`src/logic/sched_pkg.sv`:
```
package sched_pkg;

   localparam int sample_w     = 24;
   localparam int word_w       = 32;
   localparam int aq_addr_w    = 9;    // 512 capture entries
   localparam int sdram_addr_w = 21;

   localparam int fill_words   = 64;   // words stored before playback starts

   localparam int tx_depth     = 32;
   localparam int tx_ptr_w     = 5;    // log2 of tx_depth
   localparam int tx_fill_w    = 6;    // holds 0 to tx_depth
   localparam int tx_high_mark = 16;   // reads stop above this reserved fill
   localparam int tx_low_mark  = 5;    // reads resume below this reserved fill

   typedef enum logic [2:0]
   {
      st_wait,
      st_store,
      st_play,
      st_hold,
      st_finished
   } sched_state_e;

   typedef enum logic [1:0]
   {
      op_none,
      op_write,
      op_read
   } issue_op_e;

   // one SDRAM command as it leaves the issuer
   typedef struct packed
   {
      logic                    wr;
      logic [sdram_addr_w-1:0] address;
      logic [word_w-1:0]       data;
   } sdram_cmd_t;

endpackage

```
`src/logic/fill_scheduler.sv`:
```
`timescale 1ns/1ps

module fill_scheduler
   import sched_pkg::*;
(
   input  logic                 bb_clk,
   input  logic                 rst,
   input  logic                 aq_pending,
   input  logic                 store_full,
   input  logic                 play_done,
   input  logic [tx_fill_w-1:0] tx_fill,
   output issue_op_e            op,
   output sched_state_e         state,
   output logic                 bb_filled,
   output logic                 tx_ready_for_first_read,
   output logic                 finished
);

   always_ff @(posedge bb_clk or posedge rst)
   begin
      if (rst)
      begin
         state                   <= st_wait;
         bb_filled               <= 1'b0;
         tx_ready_for_first_read <= 1'b0;
      end
      else
      begin
         case (state)
            st_wait:
            begin
               if (store_full)
                  state <= st_play;
               else if (aq_pending)
                  state <= st_store;
            end
            st_store:
            begin
               // stays while samples remain so back to back writes need no detour
               if (store_full || !aq_pending)
                  state <= st_wait;
            end
            st_play:
            begin
               bb_filled <= 1'b1;
               if (tx_fill > tx_high_mark)
               begin
                  state                   <= st_hold;
                  tx_ready_for_first_read <= 1'b1;
               end
               else if (play_done)
                  state <= st_finished;
            end
            st_hold:
            begin
               if (play_done)
                  state <= st_finished;
               else if (tx_fill < tx_low_mark)
                  state <= st_play;
            end
            st_finished:
               state <= st_finished;
            default:
               state <= st_wait;
         endcase
      end
   end

   // the level checks keep a stale op from slipping out while the state catches up
   always_comb
   begin
      op = op_none;
      case (state)
         st_store:
            if (aq_pending && !store_full)
               op = op_write;
         st_play:
            if (!play_done && (tx_fill <= tx_high_mark))
               op = op_read;
         default:
            op = op_none;
      endcase
   end

   assign finished = (state == st_finished);

   a_quiet_when_finished : assert property (
      @(posedge bb_clk) disable iff (rst) (state == st_finished) |-> (op == op_none)
   );

endmodule

```
`config.mk`:
```
export PLATFORM = sky130hd
export DESIGN_NAME = fill_scheduler
export DESIGN_NICKNAME = d
export VERILOG_FILES = /design/src/logic/sched_pkg.sv /design/src/logic/fill_scheduler.sv
export SDC_FILE = /design/constraint.sdc
export NUM_CORES = 1
export LEC_CHECK = 0
export ABC_AREA = 1
export BUFFER_PORTS_ARGS = -buffer_cell sky130_fd_sc_hd__buf_2
export CAP_MARGIN = 40
export CELL_PAD_IN_SITES_DETAIL_PLACEMENT = 2
export CELL_PAD_IN_SITES_GLOBAL_PLACEMENT = 2
export CORE_AREA = 2 2 42 53
export DETAILED_ROUTE_END_ITERATION = 12
export DIE_AREA = 0 0 44 55
export PLACE_DENSITY_LB_ADDON = 0.1
export SLEW_MARGIN = 20
export SYNTH_ARGS = -nofsm -noshare
export SYNTH_HDL_FRONTEND = slang
export SYNTH_SLANG_ARGS = --single-unit
```
`constraint.sdc`:
```
create_clock -name bb_clk -period 1.27 [get_ports bb_clk]
set_input_delay 0.127 -clock bb_clk [delete_from_list [all_inputs] [get_ports bb_clk]]
set_output_delay 0.127 -clock bb_clk [all_outputs]
set_load 0.03 [all_outputs]
```
==> impl_metrics.ini <==
[cts]
numCtsBuffers = 3
htree_levels = 1
clock-root-buffer = clkbuf_4
cts_max_path_buffers = 2
clock_latency_ns = 0.24
path_clk_slew_ns = 0.04
cts_tree = done
cts_sinks = 5

[route]
drc_errors = 0
postRouteAntennaNets = 0
firstDrtPassIters = 2
vias = 473
dr_wl_met2_um = 689
maxUsedRoutingLayer = met3
vias_per_cell = 4.38
drt-met1-wl_um = 518
drt_iter0_drc = 1
dr_wl_met3_um = 67
routedWlPerCell_um = 11.8
wl_um = 1280

[floorplanning]
core-area_um2 = 1940
fp.dieArea_um2 = 2420
die-width_um = 44
start_util_pct = 18.9
rows = 18
die_y_um = 55
io-pin-count = 19

[run_status]
violations = negative setup slack
outcome = finished with violations

[worst_setup_path]
required_ns = 1.14
r2r_slack_ns = 0.03
critPathMaxFanout = 5
timing.rr.start = state[2]
critPathKind = reg -> out
worstReg2RegEnd = state[1]
cp.arrival_ns = 1.15
worst-r2r-cell-count = 9
critPathLaunchType = flip-flop
critPathCaptureType = primary output

[worst_hold_path]
holdPathEnd = tx_ready_for_first_read
worstHoldPathType = in -> reg
hold-path-cell-count = 5
hold_start = tx_fill[4]

[cells_and_area]
syn2layout_area_growth_pct = 76.8
fin_util_pct = 33.5
n_antenna_cell = 0
fin_cells = 108
mostFrequentLayoutCells = buf_2 (15), nand2_1 (9), buf_4 (8)
final_layout_size_suffix_gt1_share_pct = 56.8
final_common_cell = buf_2
nets = 100

[timing]
final_max_slew_viol_count = 0
rsz0062_at_grt = true
setup_violations = 2
finalHoldViolCount = 0
fin_crit_ns = 1.28
final.setup.tns_ns = -0.0205
tightestPinTransition_ns = 0.195
relSlewSlack_pct = 87.0
final.period_utilization_pct = 101
skew_ns = 0.00692
setup_slack_ns = -0.0120
fmax_mhz = 780

[place]
dp_cells = 95
gp_congestion = 0.670
io_buffers = 18
dp_hpwl_um = 950

[power]
peakVddDrop_uv = 547
power_mw = 0.386
cellPowerDensity_nw_per_um2 = 596
p_leak_nw = 0.376

[logic_synthesis]
synthDistinctLibCells = 14
netlist_top_cells_area = dfrtp_1 (34%), nand2_1 (12%), inv_1 (10%)
syn_nets = 67
yosysTopAreaCell = dfrtp_1
synth_seq_cells = 5
ys_seq_area_share_pct = 34.1
yosysWarnings = 0
netlist_instances = 56
synth_area_um2 = 367
synth_top_cell_area_share_pct = 34.1
avgSynthCellArea_um2 = 6.55

[global_route]
antenna_found_initial = 0
grt_pass1_vias = 510
grt_max_degree = 7
grt_usage_pct = 13.0
grt_pass1_wl_um = 2210
overflow = 0

[job]
cap_viol_max_count = 0
[worst max-delay path: stages (launching register included)]
cell and delay, ns:
dfrtp_2 0.44, nand2_2 0.10, nor2_4 0.13, nand3_4 0.08
inv_2 0.06, buf_6 0.12
[worst max path at each step]
stage	slack, ns	end	from	cells past startpoint
final	-0.01	op[1]	state[1]	5
after global routing	-0.08	op[0]	state[2]	5
after CTS	-0.02	op[0]	state[2]	5
after detailed placement	-0.01	op[1]	state[2]	6
after global placement	0.01	op[1]	state[1]	5
after floorplan	-0.05	finished	state[0]	3
[metrics by stage]
step                      cell area (µm²)  worst slack (ns)  hold slack (ns)
after floorplan                       367           -0.0513          -0.0945
after global placement                489            0.0134           0.0260
after detailed placement              489           -0.0116           0.0327
after CTS                             619           -0.0242            0.305
after global routing                  648           -0.0813            0.340
final                                 648           -0.0120            0.297
[power by group]
group | internal (mW) | switching, mW | total (mW) | leakage, nW
combinational | 0.0185 | 0.0216 | 0.0400 | 0.305
sequential | 0.160 | 0 | 0.160 | 0.0561
clock | 0.119 | 0.0674 | 0.186 | 0.0150
[state kept, by name, indices dropped and copies added, names as in the netlist]
register / count
tx_ready_for_first_read: 1
bb_filled: 1
state: 3
[what timing repair did]
| action | in CTS | in global routing |
|---|---|---|
| hold buffers | 1 | 0 |
| buffers inserted | 7 | 1 |
| setup endpoints to repair | 3 | 6 |
| pin swaps | 7 | 5 |
| endpoints found under the hold margin | 5 | 0 |
| gates resized for setup | 12 | 9 |
[layout make-up]
class,instances,area (µm²)
clock buffers,4,26.3
fillers,241,1290
inverters,11,41.3
multi-input cells,40,238
flip-flops and latches,5,128
well taps,20,25.0
repair buffers,28,190
[cells in the mapped netlist]
cell type	n
nand3_1	5
inv_1	10
nor2_1	10
dfrtp_1	5
nor2_4	1
nor2_2	3
o21ai_0	1
inv_2	1
a21oi_1	1
nand3b_1	1
nand4_1	3
nand3_2	2
or2_2	1
nand2_1	12
[per-layer routing]
metal / up-vias / GRT usage, %
li1: 238 / -
met1: 219 / 14.4
met2: 16 / 23.3
met3: 0 / 4.87
met4: 0 / 3.03
met5: - / 0
[kinds of logic after synthesis]
kind of cell           after synthesis  synth area share (%)
and+or+nand+nor                     38                  51.9
buffers and inverters               11                  11.3
DFF                                  5                  34.1
AOI/OAI and AO/OA                    2                  2.73
No activity file was read; power rests on OpenSTA's default activity.
