File: config.mk
export PLATFORM = sky130hd
export DESIGN_NAME = tx_fifo
export DESIGN_NICKNAME = d
export VERILOG_FILES = /design/src/logic/sched_pkg.sv /design/src/logic/tx_fifo.sv
export SDC_FILE = /design/constraint.sdc
export NUM_CORES = 1
export LEC_CHECK = 0
export BUFFER_PORTS_ARGS = -buffer_cell sky130_fd_sc_hd__clkbuf_2
export CAP_MARGIN = 20
export CELL_PAD_IN_SITES_DETAIL_PLACEMENT = 1
export CELL_PAD_IN_SITES_GLOBAL_PLACEMENT = 2
export CORE_ASPECT_RATIO = 0.9
export CORE_UTILIZATION = 50
export CTS_CLUSTER_SIZE = 10
export DETAILED_ROUTE_END_ITERATION = 12
export GPL_ROUTABILITY_DRIVEN = 0
export PLACE_DENSITY_LB_ADDON = 0.3
export SYNTH_ARGS = -nofsm -noshare
export SYNTH_HDL_FRONTEND = slang
export SYNTH_SLANG_ARGS = --single-unit
File: constraint.sdc
create_clock -name bb_clk -period 4.2 [get_ports bb_clk]
set_clock_uncertainty 0.15 [all_clocks]
set_input_delay 0.21 -clock bb_clk [delete_from_list [all_inputs] [get_ports bb_clk]]
set_output_delay 0.21 -clock bb_clk [all_outputs]
set_load 0.01 [all_outputs]
File: src/logic/sched_pkg.sv
package sched_pkg;

   localparam int sample_w     = 24;
   localparam int word_w       = 32;
   localparam int aq_addr_w    = 9;    // 512 capture entries
   localparam int sdram_addr_w = 21;

   localparam int fill_words   = 64;   // words stored before playback starts

   localparam int tx_depth     = 32;
   localparam int tx_ptr_w     = 5;    // log2 of tx_depth
   localparam int tx_fill_w    = 6;    // holds 0 to tx_depth
   localparam int tx_high_mark = 16;   // reads stop above this reserved fill
   localparam int tx_low_mark  = 5;    // reads resume below this reserved fill

   typedef enum logic [2:0]
   {
      st_wait,
      st_store,
      st_play,
      st_hold,
      st_finished
   } sched_state_e;

   typedef enum logic [1:0]
   {
      op_none,
      op_write,
      op_read
   } issue_op_e;

   // one SDRAM command as it leaves the issuer
   typedef struct packed
   {
      logic                    wr;
      logic [sdram_addr_w-1:0] address;
      logic [word_w-1:0]       data;
   } sdram_cmd_t;

endpackage

File: src/logic/tx_fifo.sv
`timescale 1ns/1ps

module tx_fifo
   import sched_pkg::*;
(
   input  logic                 bb_clk,
   input  logic                 rst,
   input  logic                 read_issued,
   input  logic                 rd_valid,
   input  logic [word_w-1:0]    rd_data,
   input  logic                 tx_pop,
   output logic [word_w-1:0]    tx_data,
   output logic                 tx_empty,
   output logic [tx_fill_w-1:0] tx_fill
);

   logic [word_w-1:0]    mem [0:tx_depth-1];
   logic [tx_ptr_w-1:0]  wr_ptr;
   logic [tx_ptr_w-1:0]  rd_ptr;
   logic [tx_fill_w-1:0] count;   // words actually held
   logic                 pop;

   assign pop = tx_pop && !tx_empty;

   always_ff @(posedge bb_clk)
   begin
      if (rd_valid)
         mem[wr_ptr] <= rd_data;
   end

   always_ff @(posedge bb_clk or posedge rst)
   begin
      if (rst)
      begin
         wr_ptr  <= '0;
         rd_ptr  <= '0;
         count   <= '0;
         tx_fill <= '0;
      end
      else
      begin
         if (rd_valid)
            wr_ptr <= wr_ptr + 1'b1;
         if (pop)
            rd_ptr <= rd_ptr + 1'b1;
         count <= count + tx_fill_w'(rd_valid) - tx_fill_w'(pop);
         // a slot is claimed when the read goes out, not when its data returns
         tx_fill <= tx_fill + tx_fill_w'(read_issued) - tx_fill_w'(pop);
      end
   end

   assign tx_data  = mem[rd_ptr];
   assign tx_empty = (count == '0);

   a_no_overflow : assert property (
      @(posedge bb_clk) disable iff (rst) rd_valid |-> (count != tx_depth)
   );

   a_no_underflow : assert property (
      @(posedge bb_clk) disable iff (rst) tx_pop |-> !tx_empty
   );

endmodule

==> reports/results.tsv, run 1 <==
stage	metric	value	unit
outcome	status	finished clean	
min_path	worst hold stages	1	
route	vias	19900	
route	final WL	105	mm
die	Core ar.	79500	sq um
min_path	Hold Path End	mem[13][19]	
place	Place WS	1.01	ns
route	TritonRoute pass-1 iters	5	
timing	fin worst setup slack	0.350	ns
die	Die X	301	um
die	Rows	98	
die	die area	81300	sq um
cells_and_area	final core occ	57.3	%
synth	Area contributors post-synth	edfxtp_1 (77%), mux4_2 (11%), mux2i_1 (3.2%), a22oi_1 (1.7%), dfrtp_1 (1.4%)	
clocking	CTS Buffer Depth	3	
global_routing	GRT Util Overall	26.4	%
timing	final setup violation count	0	
clocking	CTS buffer count	116	
route	mean routed wirelength per cell	33.8	um
critical_path	crit start category	register	
synth	top-count cell post-synth	edfxtp_1	
timing	FMAX	260	MHz
synth	top cells by count, synth	edfxtp_1 (1,024), mux4_2 (192), mux2i_1 (127)	
route	Highest Signal Layer	met4	
critical_path	Reg2Reg Depth	11	
synth	Post-synth ARST share	2.10	%
critical_path	worst r2r src	count[2]	
cells_and_area	Final Non-Filler Cells	3099	
synth	Synth Register Bits	1046	
global_routing	largest net degree at the start of global routing	64	
timing	Final Max Tran Viols	0	
critical_path	worst r2r dst	count[5]	
route	Post-DRT Antenna Nets	0	
clocking	Clk Latency, worst-skew pair	0.68	ns
clocking	# clock sinks	1046	
route	routed vias/inst	6.43	
cells_and_area	diode count	0	
min_path	startpoint of the worst hold path	rd_data[19]	
timing	min Tclk post-route	3.85	ns
timing	Worst Tran Pin Value	1.05	ns
critical_path	crit end category	output pin	
timing	RSZ-0062 raised after global routing	false	
synth	cell count after synthesis	1838	
route	DRT iter0 DRCs	2197	
place	DP HPWL	54.0	mm
die	Initial Util	50.5	%
power_and_ir_drop	PD cells	667	nW/um^2
global_routing	initial antenna violation count	1	
critical_path	critical path class	register to output pin	
job	Max-Cap Viols	0	
timing	period utilization	91.7	%
clocking	post-cts sizing count	0	
power_and_ir_drop	Pwr Total	30400	uW
global_routing	GRT Residual Overflow	0	
synth	Yosys Warn Count	0	
synth	number of synthesized flops with an enable pin	1024	
clocking	cts hold-fix bufs	24	
place	Placed Cells	2927	
route	WL met2	51.8	mm
synth	Seq/Total Area, Yosys	78.1	%
timing	TNS Setup	0	ns
synth	Avg Cell Area, Syn	21.8	sq um
power_and_ir_drop	worst vdd ir	0.000501	V
synth	Main synth FF type	edfxtp_1	
clocking	CTS tree	done	
synth	Yosys top cell by area	edfxtp_1	
route	WL met3	7.71	mm
clocking	clk slew on worst S/H paths	0.06	ns
cells_and_area	nets	2077	
synth	top-area cell type share of the netlist area	76.7	%
cells_and_area	filler cell count	6675	
clocking	buffer count from post-CTS setup fixing	0	
synth	syn_nets	1896	
cells_and_area	layout cells sized above 1	24.8	%
clocking	CTS root buf	clkbuf_16	
global_routing	vias in the first global route	21200	
clocking	H-tree levels	3	
critical_path	FF-to-FF setup slack	1.03	ns
route	Metal-1 WL	42.1	mm
global_routing	first-pass GRT wire length	151	mm
synth	Mapped Area	40100	sq um
die	Die Height	271	um
timing	Slew HR	29.7	%
route	DRC viols	0	
cells_and_area	Layout Area Growth over Synthesis	13.5	%
die	# IOs	76	
place	input/output buffers	75	
power_and_ir_drop	Leak	0.0147	uW
critical_path	CP arrival	3.49	ns
critical_path	Worst EP required	3.84	ns
synth	Cell variety after synth	45	
min_path	Hold Path Class	input port to register	
timing	final hold viol count	0	
critical_path	Crit Path Max Fanout	26	
[report_power, final]
part / switching [uW] / leakage, uW / internal [uW]
logic: 5340 / 0.00369 / 3650
clock network: 3820 / 0.00152 / 4940
registers: 416 / 0.00948 / 12200
[worst max-delay path: stages (launching register included)]
cell and delay (ns):
dfrtp_4 0.74, buf_4 0.49, nor2_4 0.08, buf_4 0.27
a22o_1 0.24, a2111oi_0 0.63, a311oi_2 0.13, clkbuf_2 0.19
[state kept, by name, indices dropped and copies added, names as in the netlist]
| signal | count |
|---|---|
| wr_ptr | 5 |
| rd_ptr | 5 |
| mem | 1024 |
| count | 6 |
| tx_fill | 6 |
[routing by layer]
metal	vias up	track usage (%)
met3	175	4.41
met1	10800	36.2
met4	0	8.32
li1	8076	-
met2	882	43.5
met5	-	0
[kinds of logic after synthesis]
logic type,Yosys count,share of synthesized area (%)
AND/OR/NAND/NOR,68,0.805
multiplexers,322,14.0
AO/OA/AOI/OAI,238,4.28
XOR/XNOR,14,0.306
buffers and inverters,129,1.81
adder cells (fa/ha/maj),21,0.693
flip-flops,1046,78.1
[cell usage in the layout, fill, tap and decap left out, drive strengths merged, types with 24 or more instances in the layout]
| cell type | instances |
|---|---|
| inv | 28 |
| mux4 | 192 |
| dlygate4sd3 | 24 |
| edfxtp | 1024 |
| nor2 | 37 |
| buf | 69 |
| clkbuf | 211 |
| mux2i | 127 |
| a21oi | 66 |
| o221ai | 63 |
| a22oi | 93 |
[layout make-up]
cell class                      count  area [sq um]  share of cell area [%]
Clock buffer                      136          2990                    6.57
Clock inverter                     12           129                   0.283
Inverter                           24          90.1                   0.198
Multi-Input combinational cell    663          8340                    18.3
Sequential cell                  1046         31300                    68.8
Tap cell                         1050          1310                    2.89
Timing Repair Buffer              168          1330                    2.93
[worst max path at each step]
stage / from / end / cells past startpoint
6_report: rd_ptr[1] / tx_data[30] / 7
4_1_cts: rd_ptr[1] / tx_data[30] / 7
3_5_place_dp: count[2] / count[5] / 11
5_1_grt: rd_ptr[1] / tx_data[30] / 7
2_1_floorplan: wr_ptr[2] / mem[4][0] / 3
3_3_place_gp: rd_ptr[1] / tx_data[30] / 7
[per-stage QoR]
step	hold WS [ns]	area, sq um
finish	0.0100	45500
CTS	0.00215	45500
detailed placement	0.305	42200
global placement	0.299	42200
floorplan	0.0492	40100
global route	0.0503	45500
Note: power is estimated with default switching activity, not from simulation.
==> inputs of run 2 (changes only) <==
--- a/config.mk
+++ b/config.mk
@@ -14,7 +14,9 @@
 export CTS_CLUSTER_SIZE = 10
 export DETAILED_ROUTE_END_ITERATION = 12
 export GPL_ROUTABILITY_DRIVEN = 0
+export MAX_ROUTING_LAYER = met4
 export PLACE_DENSITY_LB_ADDON = 0.3
+export RECOVER_POWER = 50
 export SYNTH_ARGS = -nofsm -noshare
 export SYNTH_HDL_FRONTEND = slang
 export SYNTH_SLANG_ARGS = --single-unit
==> reports/results.tsv, run 2 (synthesis results as in run 1) <==
stage	metric	value	unit
power_and_ir_drop	worst vdd ir	0.000500	V
cells_and_area	Register Area	31300	sq um
critical_path	CP Buf/Inv Count	3	
cells_and_area	Regs by FF count	mem: 1024 flops, count: 6 flops, tx_fill: 6 flops	
critical_path	critical path class	register to output pin	
power_and_ir_drop	Leak	0.0146	uW
die	Rows	98	
global_routing	GRT Util Overall	27.2	%
place	input/output buffers	75	
min_path	Hold Path Class	input port to async pin	
critical_path	Cell Chain, Critical Path	buf_4, nor2_4, buf_4, a22o_1, a2111oi_0, a311oi_2, clkbuf_2	
clocking	clk slew on worst S/H paths	0.06	ns
critical_path	crit end category	output pin	
critical_path	CP arrival	3.45	ns
timing	TNS Setup	0	ns
global_routing	vias in the first global route	21200	
timing	FMAX	262	MHz
global_routing	largest net degree at the start of global routing	64	
route	vias	19900	
power_and_ir_drop	PD cells	668	nW/um^2
route	DRT iter0 DRCs	2201	
die	Initial Util	50.5	%
critical_path	CP dominant cell by count	buf_4	
timing	final setup violation count	0	
route	TritonRoute pass-1 iters	7	
route	routed vias/inst	6.42	
critical_path	peak per-stage delay on the critical path	0.73	ns
global_routing	GRT Residual Overflow	0	
clocking	H-tree levels	3	
clocking	CTS root buf	clkbuf_16	
place	DP HPWL	54.0	mm
clocking	cts hold-fix bufs	24	
critical_path	crit-path leading delay family	compound AO/OA/AOI/OAI gates	
cells_and_area	Layout Area Growth over Synthesis	13.4	%
timing	Slew HR	1.38	%
die	Core ar.	79500	sq um
timing	min Tclk post-route	3.81	ns
cells_and_area	most common cell after layout, fill and taps aside	edfxtp_1	
clocking	CTS tree	done	
route	DRC viols	0	
clocking	post-cts sizing count	0	
timing	final hold viol count	0	
outcome	status	finished clean	
critical_path	worst r2r src	count[2]	
timing	RSZ-0062 raised after global routing	false	
route	final WL	105	mm
critical_path	crit path max-delay cell type	dfrtp_4	
die	# IOs	76	
cells_and_area	largest register by flop count	mem	
power_and_ir_drop	Pwr Total	30300	uW
critical_path	CP Launch Point	rd_ptr[1]	
critical_path	crit start category	register	
clocking	buffer count from post-CTS setup fixing	0	
route	Post-DRT Antenna Nets	0	
clocking	CTS Buffer Depth	3	
die	die area	81300	sq um
cells_and_area	most frequent cells in the layout	edfxtp_1 (1,024), mux4_2 (192), mux2i_1 (127), clkbuf_16 (116), a22oi_1 (93)	
cells_and_area	max reg flops	1024	
cells_and_area	area used by multi-input combinational logic	8340	sq um
timing	Final Max Tran Viols	0	
critical_path	Worst EP required	3.84	ns
die	Die X	301	um
clocking	Clk Latency, worst-skew pair	0.69	ns
job	Max-Cap Viols	0	
cells_and_area	nets	2077	
timing	period utilization	90.8	%
cells_and_area	layout cells sized above 1	22.9	%
clocking	CTS buffer count	116	
critical_path	Crit Path Max Fanout	26	
cells_and_area	filler cell count	6694	
global_routing	first-pass GRT wire length	151	mm
global_routing	initial antenna violation count	2	
clocking	# clock sinks	1046	
route	mean routed wirelength per cell	33.9	um
timing	Worst Tran Pin Value	1.48	ns
die	Die Height	271	um
## run 2: path summary, 6_finish.rpt
check / endpoint / slack, ns / cells after the start
worst min-delay path: wr_ptr[2] / 0.14 / 3
worst max register to register: count[5] / 1.01 / 11
worst max-delay path: tx_data[30] / 0.39 / 7
worst min register to register: wr_ptr[0] / 0.41 / 1
max in group asynchronous: rd_ptr[2] / 3.05 / 3
min in group bb_clk: tx_fill[0] / 0.16 / 3
## run 2: metal layers
layer / global-route usage, % / vias to the layer above / part of all wire (%)
met5: - / - / 0
met4: 8.32 / 0 / 2.9
met3: 4.42 / 161 / 7.2
met2: 43.5 / 856 / 50
met1: 36.2 / 10800 / 40
li1: - / 8083 / -
## run 2: layout make-up
cell class / instances / share of cell area [%]
Clock inverter: 12 / 0.284
Clock buffer: 136 / 6.57
Inverter: 24 / 0.198
Sequential cell: 1046 / 68.9
Multi-Input combinational cell: 663 / 18.3
Timing Repair Buffer: 168 / 2.83
Antenna cell: 1 / 0.00550
Tap cell: 1050 / 2.89
## run 2: where the power goes
part	internal, uW	switching, uW	leakage [uW]
clock	4940	3820	0.00152
combinational	3640	5330	0.00357
sequential	12200	413	0.00948
## run 2: per-stage QoR
stage	util, %	area (sq um)	hold slack, ns	instances	worst slack (ns)
global route	57.2	45500	0.183	3100	0.212
global placement	53.1	42200	0.299	2927	1.18
floorplan	-	40100	0.0492	1838	1.20
CTS	57.3	45500	0.00215	3099	0.312
detailed placement	53.1	42200	0.305	2927	1.01
finish	57.2	45500	0.140	3100	0.385
## run 2: tightest hold or removal path: stages
cell	delay [ns]
dlygate4sd3_1	0.53
clkbuf_1	0.11
inv_1	0.70
