## src/logic/sched_pkg.sv

```systemverilog
package sched_pkg;

   localparam int sample_w     = 24;
   localparam int word_w       = 32;
   localparam int aq_addr_w    = 9;    // 512 capture entries
   localparam int sdram_addr_w = 21;

   localparam int fill_words   = 64;   // words stored before playback starts

   localparam int tx_depth     = 32;
   localparam int tx_ptr_w     = 5;    // log2 of tx_depth
   localparam int tx_fill_w    = 6;    // holds 0 to tx_depth
   localparam int tx_high_mark = 16;   // reads stop above this reserved fill
   localparam int tx_low_mark  = 5;    // reads resume below this reserved fill

   typedef enum logic [2:0]
   {
      st_wait,
      st_store,
      st_play,
      st_hold,
      st_finished
   } sched_state_e;

   typedef enum logic [1:0]
   {
      op_none,
      op_write,
      op_read
   } issue_op_e;

   // one SDRAM command as it leaves the issuer
   typedef struct packed
   {
      logic                    wr;
      logic [sdram_addr_w-1:0] address;
      logic [word_w-1:0]       data;
   } sdram_cmd_t;

endpackage

```

## src/logic/sdram_cmd_issuer.sv

```systemverilog
`timescale 1ns/1ps

module sdram_cmd_issuer
   import sched_pkg::*;
(
   input  logic                bb_clk,
   input  logic                rst,
   input  issue_op_e           op,
   input  logic                cmd_ready,
   input  logic [sample_w-1:0] aq_word,
   output logic                cmd_enable,
   output sdram_cmd_t          cmd,
   output logic                aq_pop,
   output logic                read_issued,
   output logic                store_full,
   output logic                play_done
);

   logic [sdram_addr_w:0] wr_ptr;   // one bit above the address so the count can pass its end
   logic [sdram_addr_w:0] rd_ptr;
   logic                  issue;

   assign issue = !cmd_enable && cmd_ready && (op != op_none);

   always_ff @(posedge bb_clk or posedge rst)
   begin
      if (rst)
      begin
         cmd_enable  <= 1'b0;
         aq_pop      <= 1'b0;
         read_issued <= 1'b0;
         wr_ptr      <= '0;
         rd_ptr      <= '0;
      end
      else
      begin
         cmd_enable  <= issue;
         aq_pop      <= issue && (op == op_write);
         read_issued <= issue && (op == op_read);
         if (issue && (op == op_write))
            wr_ptr <= wr_ptr + 1'b1;
         if (issue && (op == op_read))
            rd_ptr <= rd_ptr + 1'b1;
      end
   end

   always_ff @(posedge bb_clk)
   begin
      if (issue)
      begin
         if (op == op_write)
         begin
            cmd.wr      <= 1'b1;
            cmd.address <= wr_ptr[sdram_addr_w-1:0];
            cmd.data    <= {{(word_w - sample_w){1'b0}}, aq_word};
         end
         else
         begin
            cmd.wr      <= 1'b0;
            cmd.address <= rd_ptr[sdram_addr_w-1:0];
            cmd.data    <= '0;
         end
      end
   end

   assign store_full = (wr_ptr >= fill_words);
   assign play_done  = (rd_ptr >= fill_words);

   a_enable_single : assert property (
      @(posedge bb_clk) disable iff (rst) cmd_enable |=> !cmd_enable
   );

   a_enable_after_ready : assert property (
      @(posedge bb_clk) disable iff (rst) cmd_enable |-> $past(cmd_ready)
   );

endmodule

```

## config.mk

```make
export PLATFORM = sky130hd
export DESIGN_NAME = sdram_cmd_issuer
export DESIGN_NICKNAME = d
export VERILOG_FILES = /design/src/logic/sched_pkg.sv /design/src/logic/sdram_cmd_issuer.sv
export SDC_FILE = /design/constraint.sdc
export NUM_CORES = 1
export LEC_CHECK = 0
export BUFFER_PORTS_ARGS = -buffer_cell sky130_fd_sc_hd__buf_4
export CAP_MARGIN = 10
export CORE_MARGIN = 1.5
export CORE_UTILIZATION = 54
export DETAILED_ROUTE_END_ITERATION = 8
export PLACE_DENSITY_LB_ADDON = 0.2
export REMOVE_ABC_BUFFERS = 1
export SYNTH_ARGS = -nofsm -noshare
export SYNTH_HDL_FRONTEND = slang
export SYNTH_SLANG_ARGS = --single-unit
```

## constraint.sdc

```tcl
create_clock -name bb_clk -period 5.1 [get_ports bb_clk]
set_input_delay 0.51 -clock bb_clk [delete_from_list [all_inputs] [get_ports bb_clk]]
set_output_delay 0.51 -clock bb_clk [all_outputs]
set_load 0.02 [all_outputs]
```

==> implementation parameters, run 1 <==
Parameter                              Value

Outcome
  Run status ... complete, no violations

Setup path
  Capturing element of the worst setup path ... store_full
  Internal reg-to-reg setup slack ... 3.32 ns
  Crit start category ... flop
  Source of the critical timing path ... wr_ptr[10]
  CP max-delay cell ... sky130_fd_sc_hd__dfrtp_1
  Start of the worst register-to-register path ... cmd_enable
  Largest stage delay on the critical path ... 0.50 ns
  Cell Chain, Critical Path ... nor4_1 > nand4_1 > buf_4
  Total number of cells along the worst setup path ... 3
  Cell family with the largest share of critical-path delay ... simple AND/OR/NAND/NOR gates
  Type of the worst setup path ... reg -> out
  Critical Path RT ... 4.59 ns
  Largest fanout on the critical path ... 9
  Type of destination of the critical path ... output port
  Capture instance of the worst register-to-register path ... rd_ptr[21]
  Worst-case reg-to-reg path depth ... 4
  Arrival time of data at the critical path endpoint ... 1.61 ns
  Total buffers and inverters traversed by the critical path ... 1

Finish
  Most frequent cells in the layout ... sky130_fd_sc_hd__buf_4, sky130_fd_sc_hd__dfrtp_1, sky130_fd_sc_hd__edfxtp_1, sky130_fd_sc_hd__xnor2_1, sky130_fd_sc_hd__and2_1
  Ant diodes ... 0
  Fraction of final layout cells sized beyond drive strength 1 ... 32.5%
  Most common cell after layout, fill and taps aside ... sky130_fd_sc_hd__buf_4
  Total Nets Final ... 419
  Area delta synth->final ... 19.7%

Clock tree
  Cts-stage hold buffer count ... 0
  Clock transition at the registers of the reported paths ... 0.09 ns
  Root buffer cell ... sky130_fd_sc_hd__clkbuf_8
  Count of H-tree levels built during CTS ... 3
  Maximum count of clock buffers along a single path ... 2
  Post-CTS setup repair buffer count ... 0
  Inserted Clock Buffers ... 9
  Skew-Pair Late Insertion Delay ... 0.35 ns
  Num Clock Sinks ... 93
  PostCTS Resize Cnt ... 0
  CTS tree ... yes

STA
  Fin crit period ... 2.12 ns
  Number of endpoints failing setup at the final stage ... 0
  Crit share post-route ... 41.6%
  Worst hold-check slack ... 0.294 ns
  Max Fclk ... 472 MHz
  Final number of max-transition violations ... 0
  Final hold vios ... 0
  Slew of the pin with the lowest slew margin ... 0.954 ns
  Setup repair after global routing missed its margin ... no
  Worst clock skew on the final layout ... 0.00834 ns
  Relative slew slack ... 36.3%
  Final sum of negative setup slack ... 0 ns

Placed design
  DPL Wire Length ... 4900 um
  Global placement routability congestion ... 0.784
  IO buf count ... 79

Power and ir drop
  Total power density per cell area ... 315 nW/um^2
  Worst ir drop on vdd ... 0.186 mV
  Lkg Pwr ... 2.15 nW

Synthesis
  #FFs+latches synth ... 93
  Share of flip-flops with an asynchronous set or reset after synthesis ... 50.5%
  Number of flops mapped to enable cells by yosys ... 46
  Seq/Total Area, Yosys ... 62.2%
  Synth cell types ... 36
  Syn_area_per_cell ... 13.4 sq um
  Mapped Cells ... 308
  Count of yosys warnings during synthesis ... 0
  Main flop type after synthesis ... sky130_fd_sc_hd__dfrtp_1
  Area of the mapped netlist ... 4110 sq um

Run
  Number of max-capacitance violations reported ... 0

GRT
  Global-route wire length before repair ... 11900 um
  Number of global-route vias before repair ... 2369
  Pin count of the biggest net entering global routing ... 49
  Global routing usage summed across all routing layers ... 18.8%
  Total gr overflow ... 0
  Initial antenna violation count ... 0

Hold path
  Hold Path Class ... in -> async

Routing
  Avg Vias per Cell ... 5.16
  Number of design-rule violations left by the first detailed-router iteration ... 126
  Post-Route WL ... 7030 um
  Routed Antenna Nets ... 0
  Pre-Repair DR Iteration Count ... 4
  Vias after detailed routing ... 2530
  Wirelength per Cell ... 14.3 um
  DRC ... 0

Floorplan
  Initial standard-cell utilization of the core ... 56.4%
  Area inside the core boundary ... 7290 sq um
  Total Die Area ... 8150 sq um
  Die Y-Extent ... 90.3 um
  Row count ... 31
  Chip width ... 90.3 um
  Number of top-level design ports ... 88
==> synthesized netlist by cell type, types with 10 or more instances <==
library cell,n,area (sq um)
sky130_fd_sc_hd__xnor2_1,29,254
sky130_fd_sc_hd__nand3_1,10,50.1
sky130_fd_sc_hd__and2_1,25,156
sky130_fd_sc_hd__nor2_1,12,45.0
sky130_fd_sc_hd__nand2_1,18,67.6
sky130_fd_sc_hd__buf_4,11,82.6
sky130_fd_sc_hd__edfxtp_1,46,1380
sky130_fd_sc_hd__nand4_1,18,113
sky130_fd_sc_hd__xor2_1,12,105
sky130_fd_sc_hd__dfrtp_1,47,1180
sky130_fd_sc_hd__mux2_2,19,214
==> logic make-up after synthesis <==
logic type,after synthesis,synth area share [%]
and+or+nand+nor,118,17.7
AOI/OAI and AO/OA,4,0.487
adders and majority gates,4,1.22
xor gates and xnor gates,42,9.13
buffers and inverters,27,3.95
other,1,0.0912
muxes,19,5.20
DFF,93,62.2
==> how the worst min path moves through the flow <==
stage               startpoint         end  slack [ns]  cells after the start
floorplan           rd_ptr[21]  rd_ptr[21]        0.44                      1
global placement    rd_ptr[21]  rd_ptr[21]        0.46                      1
detailed placement  wr_ptr[21]  wr_ptr[21]        0.47                      1
CTS                        rst  rd_ptr[15]        0.32                      3
global route               rst   rd_ptr[1]        0.38                      3
finish                     rst   rd_ptr[1]        0.29                      3
==> tightest hold or removal path: cells and delay by family <==
| kind | cells | cell delay (ns) |
|---|---|---|
| buf+inv | 3 | 0.60 |
==> flip-flops by register name (all words and copies together), names as in the netlist <==
name,count
aq_pop,1
read_issued,1
cmd,46
wr_ptr,22
cmd_enable,1
rd_ptr,22
==> per-layer routing <==
metal  wire length, um  global-route usage, %
met4               103                   8.07
met1              3210                   26.2
met3               366                   3.96
met5                 0                      0
met2              3340                   28.6
==> final cells by class <==
type,instances,area [sq um]
clock buffer,11,141
clock inverter,5,36.3
fill,543,2370
inverter,6,22.5
multi-input combinational,195,1430
sequential,93,2560
tap,99,124
timing repair buffer,81,608
==> power breakdown <==
part / switching (mW) / internal [mW] / total (mW)
clock network: 0.242 / 0.190 / 0.432
logic: 0.110 / 0.0933 / 0.203
registers: 0.0594 / 0.855 / 0.915
==> stage by stage <==
stage          instances  util, %  area, sq um  power, mW  setup slack (ns)
2_1_floorplan        294        -         4000       1.05             0.611
3_3_place_gp         474     65.0         4740       1.12              3.03
3_5_place_dp         474     65.0         4740       1.13              2.97
4_1_cts              490     67.5         4920       1.57              3.03
5_1_grt              490     67.5         4920       1.62              2.89
6_report             490     67.5         4920       1.55              2.98
Power figures use the tool's default switching activity.
==> run 2, diff against run 1 <==
--- a/config.mk
+++ b/config.mk
@@ -8,7 +8,7 @@
 export BUFFER_PORTS_ARGS = -buffer_cell sky130_fd_sc_hd__buf_4
 export CAP_MARGIN = 10
 export CORE_MARGIN = 1.5
-export CORE_UTILIZATION = 54
+export CORE_UTILIZATION = 49
 export DETAILED_ROUTE_END_ITERATION = 8
 export PLACE_DENSITY_LB_ADDON = 0.2
 export REMOVE_ABC_BUFFERS = 1
==> constraint.sdc (replaced) <==
create_clock -name bb_clk -period 1.8 [get_ports bb_clk]
set_input_delay 0.18 -clock bb_clk [delete_from_list [all_inputs] [get_ports bb_clk]]
set_output_delay 0.18 -clock bb_clk [all_outputs]
set_load 0.02 [all_outputs]
==> run 2 against run 1 <==
  * Final cell count rose by 2.4%
  * Sequential cell count is the same
  * Largest cell class unchanged
  * Highest routed layer unchanged
  * Wire length increased by 9.5%
  * Design area increased by 2.0%
  * Sequential power grew to 2.8 times the previous value
==> implementation parameters, run 2 (synthesized netlist as in run 1, its figures left out) <==
Parameter                              Value

Setup path
  Largest stage delay on the critical path ... 0.49 ns
  Cell Chain, Critical Path ... nor4_2 > nand4_1 > buf_4
  Cell family with the largest share of critical-path delay ... flip-flops
  Largest fanout on the critical path ... 7
  Critical Path RT ... 1.62 ns
  Crit start category ... flop
  Internal reg-to-reg setup slack ... 0.24 ns
  Type of destination of the critical path ... output port
  Type of the worst setup path ... reg -> out
  CP max-delay cell ... sky130_fd_sc_hd__dfrtp_1
  Arrival time of data at the critical path endpoint ... 1.50 ns
  Total buffers and inverters traversed by the critical path ... 1

GRT
  Total gr overflow ... 0
  Initial antenna violation count ... 0
  Global routing usage summed across all routing layers ... 18.8%
  Global-route wire length before repair ... 12600 um
  Number of global-route vias before repair ... 2524
  Pin count of the biggest net entering global routing ... 48

Placed design
  Placed Cells ... 485
  DPL Wire Length ... 5410 um
  Post-place instance area ... 4810 sq um
  Place WS ... 0.256 ns
  IO buf count ... 79
  Global placement routability congestion ... 0.798

Routing
  Detailed route wirelength on metal2 ... 3650 um
  Highest routed metal layer ... met4
  Wirelength per Cell ... 15.3 um
  Post-route met1 wirelength ... 3470 um
  Number of design-rule violations left by the first detailed-router iteration ... 145
  Met3 routed WL ... 442 um
  Pre-Repair DR Iteration Count ... 4
  Avg Vias per Cell ... 5.14
  Post-Route WL ... 7690 um
  Routed Antenna Nets ... 0
  Vias after detailed routing ... 2579
  DRC ... 0

Power and ir drop
  Lkg Pwr ... 2.20 nW
  Flop pwr share ... 57.3%
  Total power density per cell area ... 899 nW/um^2
  Net switching fraction of the power ... 26.0%
  Int Power ... 3.34 mW
  Net switching power figure ... 1.17 mW
  Comb power frac ... 13.1%
  Worst ir drop on vdd ... 0.567 mV
  Clock power frac ... 29.6%

Finish
  Ant diodes ... 0
  Most common cell after layout, fill and taps aside ... sky130_fd_sc_hd__buf_4
  Register with the highest flop count ... cmd
  Area delta synth->final ... 22.1%
  Non-filler instance count after layout ... 502
  Most frequent cells in the layout ... sky130_fd_sc_hd__buf_4, sky130_fd_sc_hd__dfrtp_1, sky130_fd_sc_hd__edfxtp_1, sky130_fd_sc_hd__xnor2_1, sky130_fd_sc_hd__and2_1
  Top Registers ... cmd x46, rd_ptr x22, wr_ptr x22
  Storage cell area ... 2560 sq um
  Final instance area ... 5020 sq um
  Number of fill cells in the layout ... 648
  Max FFs per register ... 46
  Core Util, Final ... 61.4%
  Area taken by multi-input logic gates ... 1440 sq um
  Total Nets Final ... 425
  Fraction of final layout cells sized beyond drive strength 1 ... 33.0%

Clock tree
  Count of H-tree levels built during CTS ... 3
  Clock transition at the registers of the reported paths ... 0.09 ns
  Num Clock Sinks ... 93
  Skew-Pair Late Insertion Delay ... 0.36 ns
  CTS tree ... yes
  Inserted Clock Buffers ... 9
  Root buffer cell ... sky130_fd_sc_hd__clkbuf_8
  Maximum count of clock buffers along a single path ... 2

STA
  Final hold vios ... 0
  Max Fclk ... 595 MHz
  Worst clock skew on the final layout ... 0.0100 ns
  Number of endpoints failing setup at the final stage ... 0
  Setup repair after global routing missed its margin ... no
  Relative slew slack ... 60.3%
  Slew of the pin with the lowest slew margin ... 0.595 ns
  Crit share post-route ... 93.4%
  Fin crit period ... 1.68 ns
  Final sum of negative setup slack ... 0 ns
  Smallest setup slack after layout ... 0.119 ns
  Final number of max-transition violations ... 0

Outcome
  Run status ... complete, no violations

Floorplan
  Area inside the core boundary ... 8180 sq um
  Die Y-Extent ... 94.6 um
  Row count ... 33
  Number of top-level design ports ... 88
  Total Die Area ... 8950 sq um
  Initial standard-cell utilization of the core ... 50.3%
  Chip width ... 94.6 um

Hold path
  Hold Path Class ... in -> reg

Run
  Number of max-capacitance violations reported ... 0
[run 2: cell types whose count changed in the layout (fill, tap and decap cells not counted), moves of 2 or more]
cell,before,now
sky130_fd_sc_hd__buf_12,0,2
sky130_fd_sc_hd__buf_4,81,84
sky130_fd_sc_hd__clkbuf_1,1,3
sky130_fd_sc_hd__nor4_1,8,6
sky130_fd_sc_hd__nor4_2,1,3
[run 2: worst register-to-register path, stage by stage, from the launching register on]
cell and delay [ns]:
sky130_fd_sc_hd__dfrtp_1 0.48, sky130_fd_sc_hd__and4_1 0.27, sky130_fd_sc_hd__and4_1 0.38, sky130_fd_sc_hd__nand4_1 0.16
sky130_fd_sc_hd__xnor2_1 0.15
[run 2: cell type report]
| type | count | area share (%) |
|---|---|---|
| inverters | 6 | 0.449 |
| multi-input cells | 195 | 28.8 |
| well taps | 105 | 2.62 |
| flip-flops and latches | 93 | 50.9 |
| repair buffers | 87 | 13.6 |
| clock buffers | 12 | 2.69 |
| clock inverters | 4 | 0.972 |
[run 2: final timing paths]
check,start,endpoint,cells past startpoint
max in group asynchronous,rst,rd_ptr[20],4
max reg2reg,wr_ptr[3],wr_ptr[21],4
min reg2reg,rd_ptr[21],rd_ptr[21],1
max,wr_ptr[7],store_full,3
min in group asynchronous,rst,read_issued,4
min,aq_word[13],cmd[13],2
[run 2: routing by layer]
metal  vias up  GRT usage, %
met5         -             0
met4         0          9.70
met2        77          28.7
met3        13          3.22
li1       1240             -
met1      1249          25.8
[run 2: power by group through the flow]
stage / sequential (mW) / combinational [mW] / clock [mW]
finish: 2.58 / 0.592 / 1.33
global route: 2.61 / 0.659 / 1.46
CTS: 2.59 / 0.603 / 1.37
detailed placement: 2.63 / 0.597 / 0
global placement: 2.62 / 0.583 / 0
floorplan: 2.68 / 0.278 / 0
[run 2: per-stage QoR]
step,hold WS [ns],power [mW]
floorplan,0.378,2.96
global placement,0.378,3.21
detailed placement,0.383,3.23
CTS,0.0861,4.56
global route,0.0867,4.73
finish,0.0967,4.51
[run 2: timing repair]
item,CTS,global route
buffers inserted,0,0
hold buffers,1,0
endpoints found under the setup margin,0,1
resized for setup,0,2
endpoints found under the hold margin,17,0
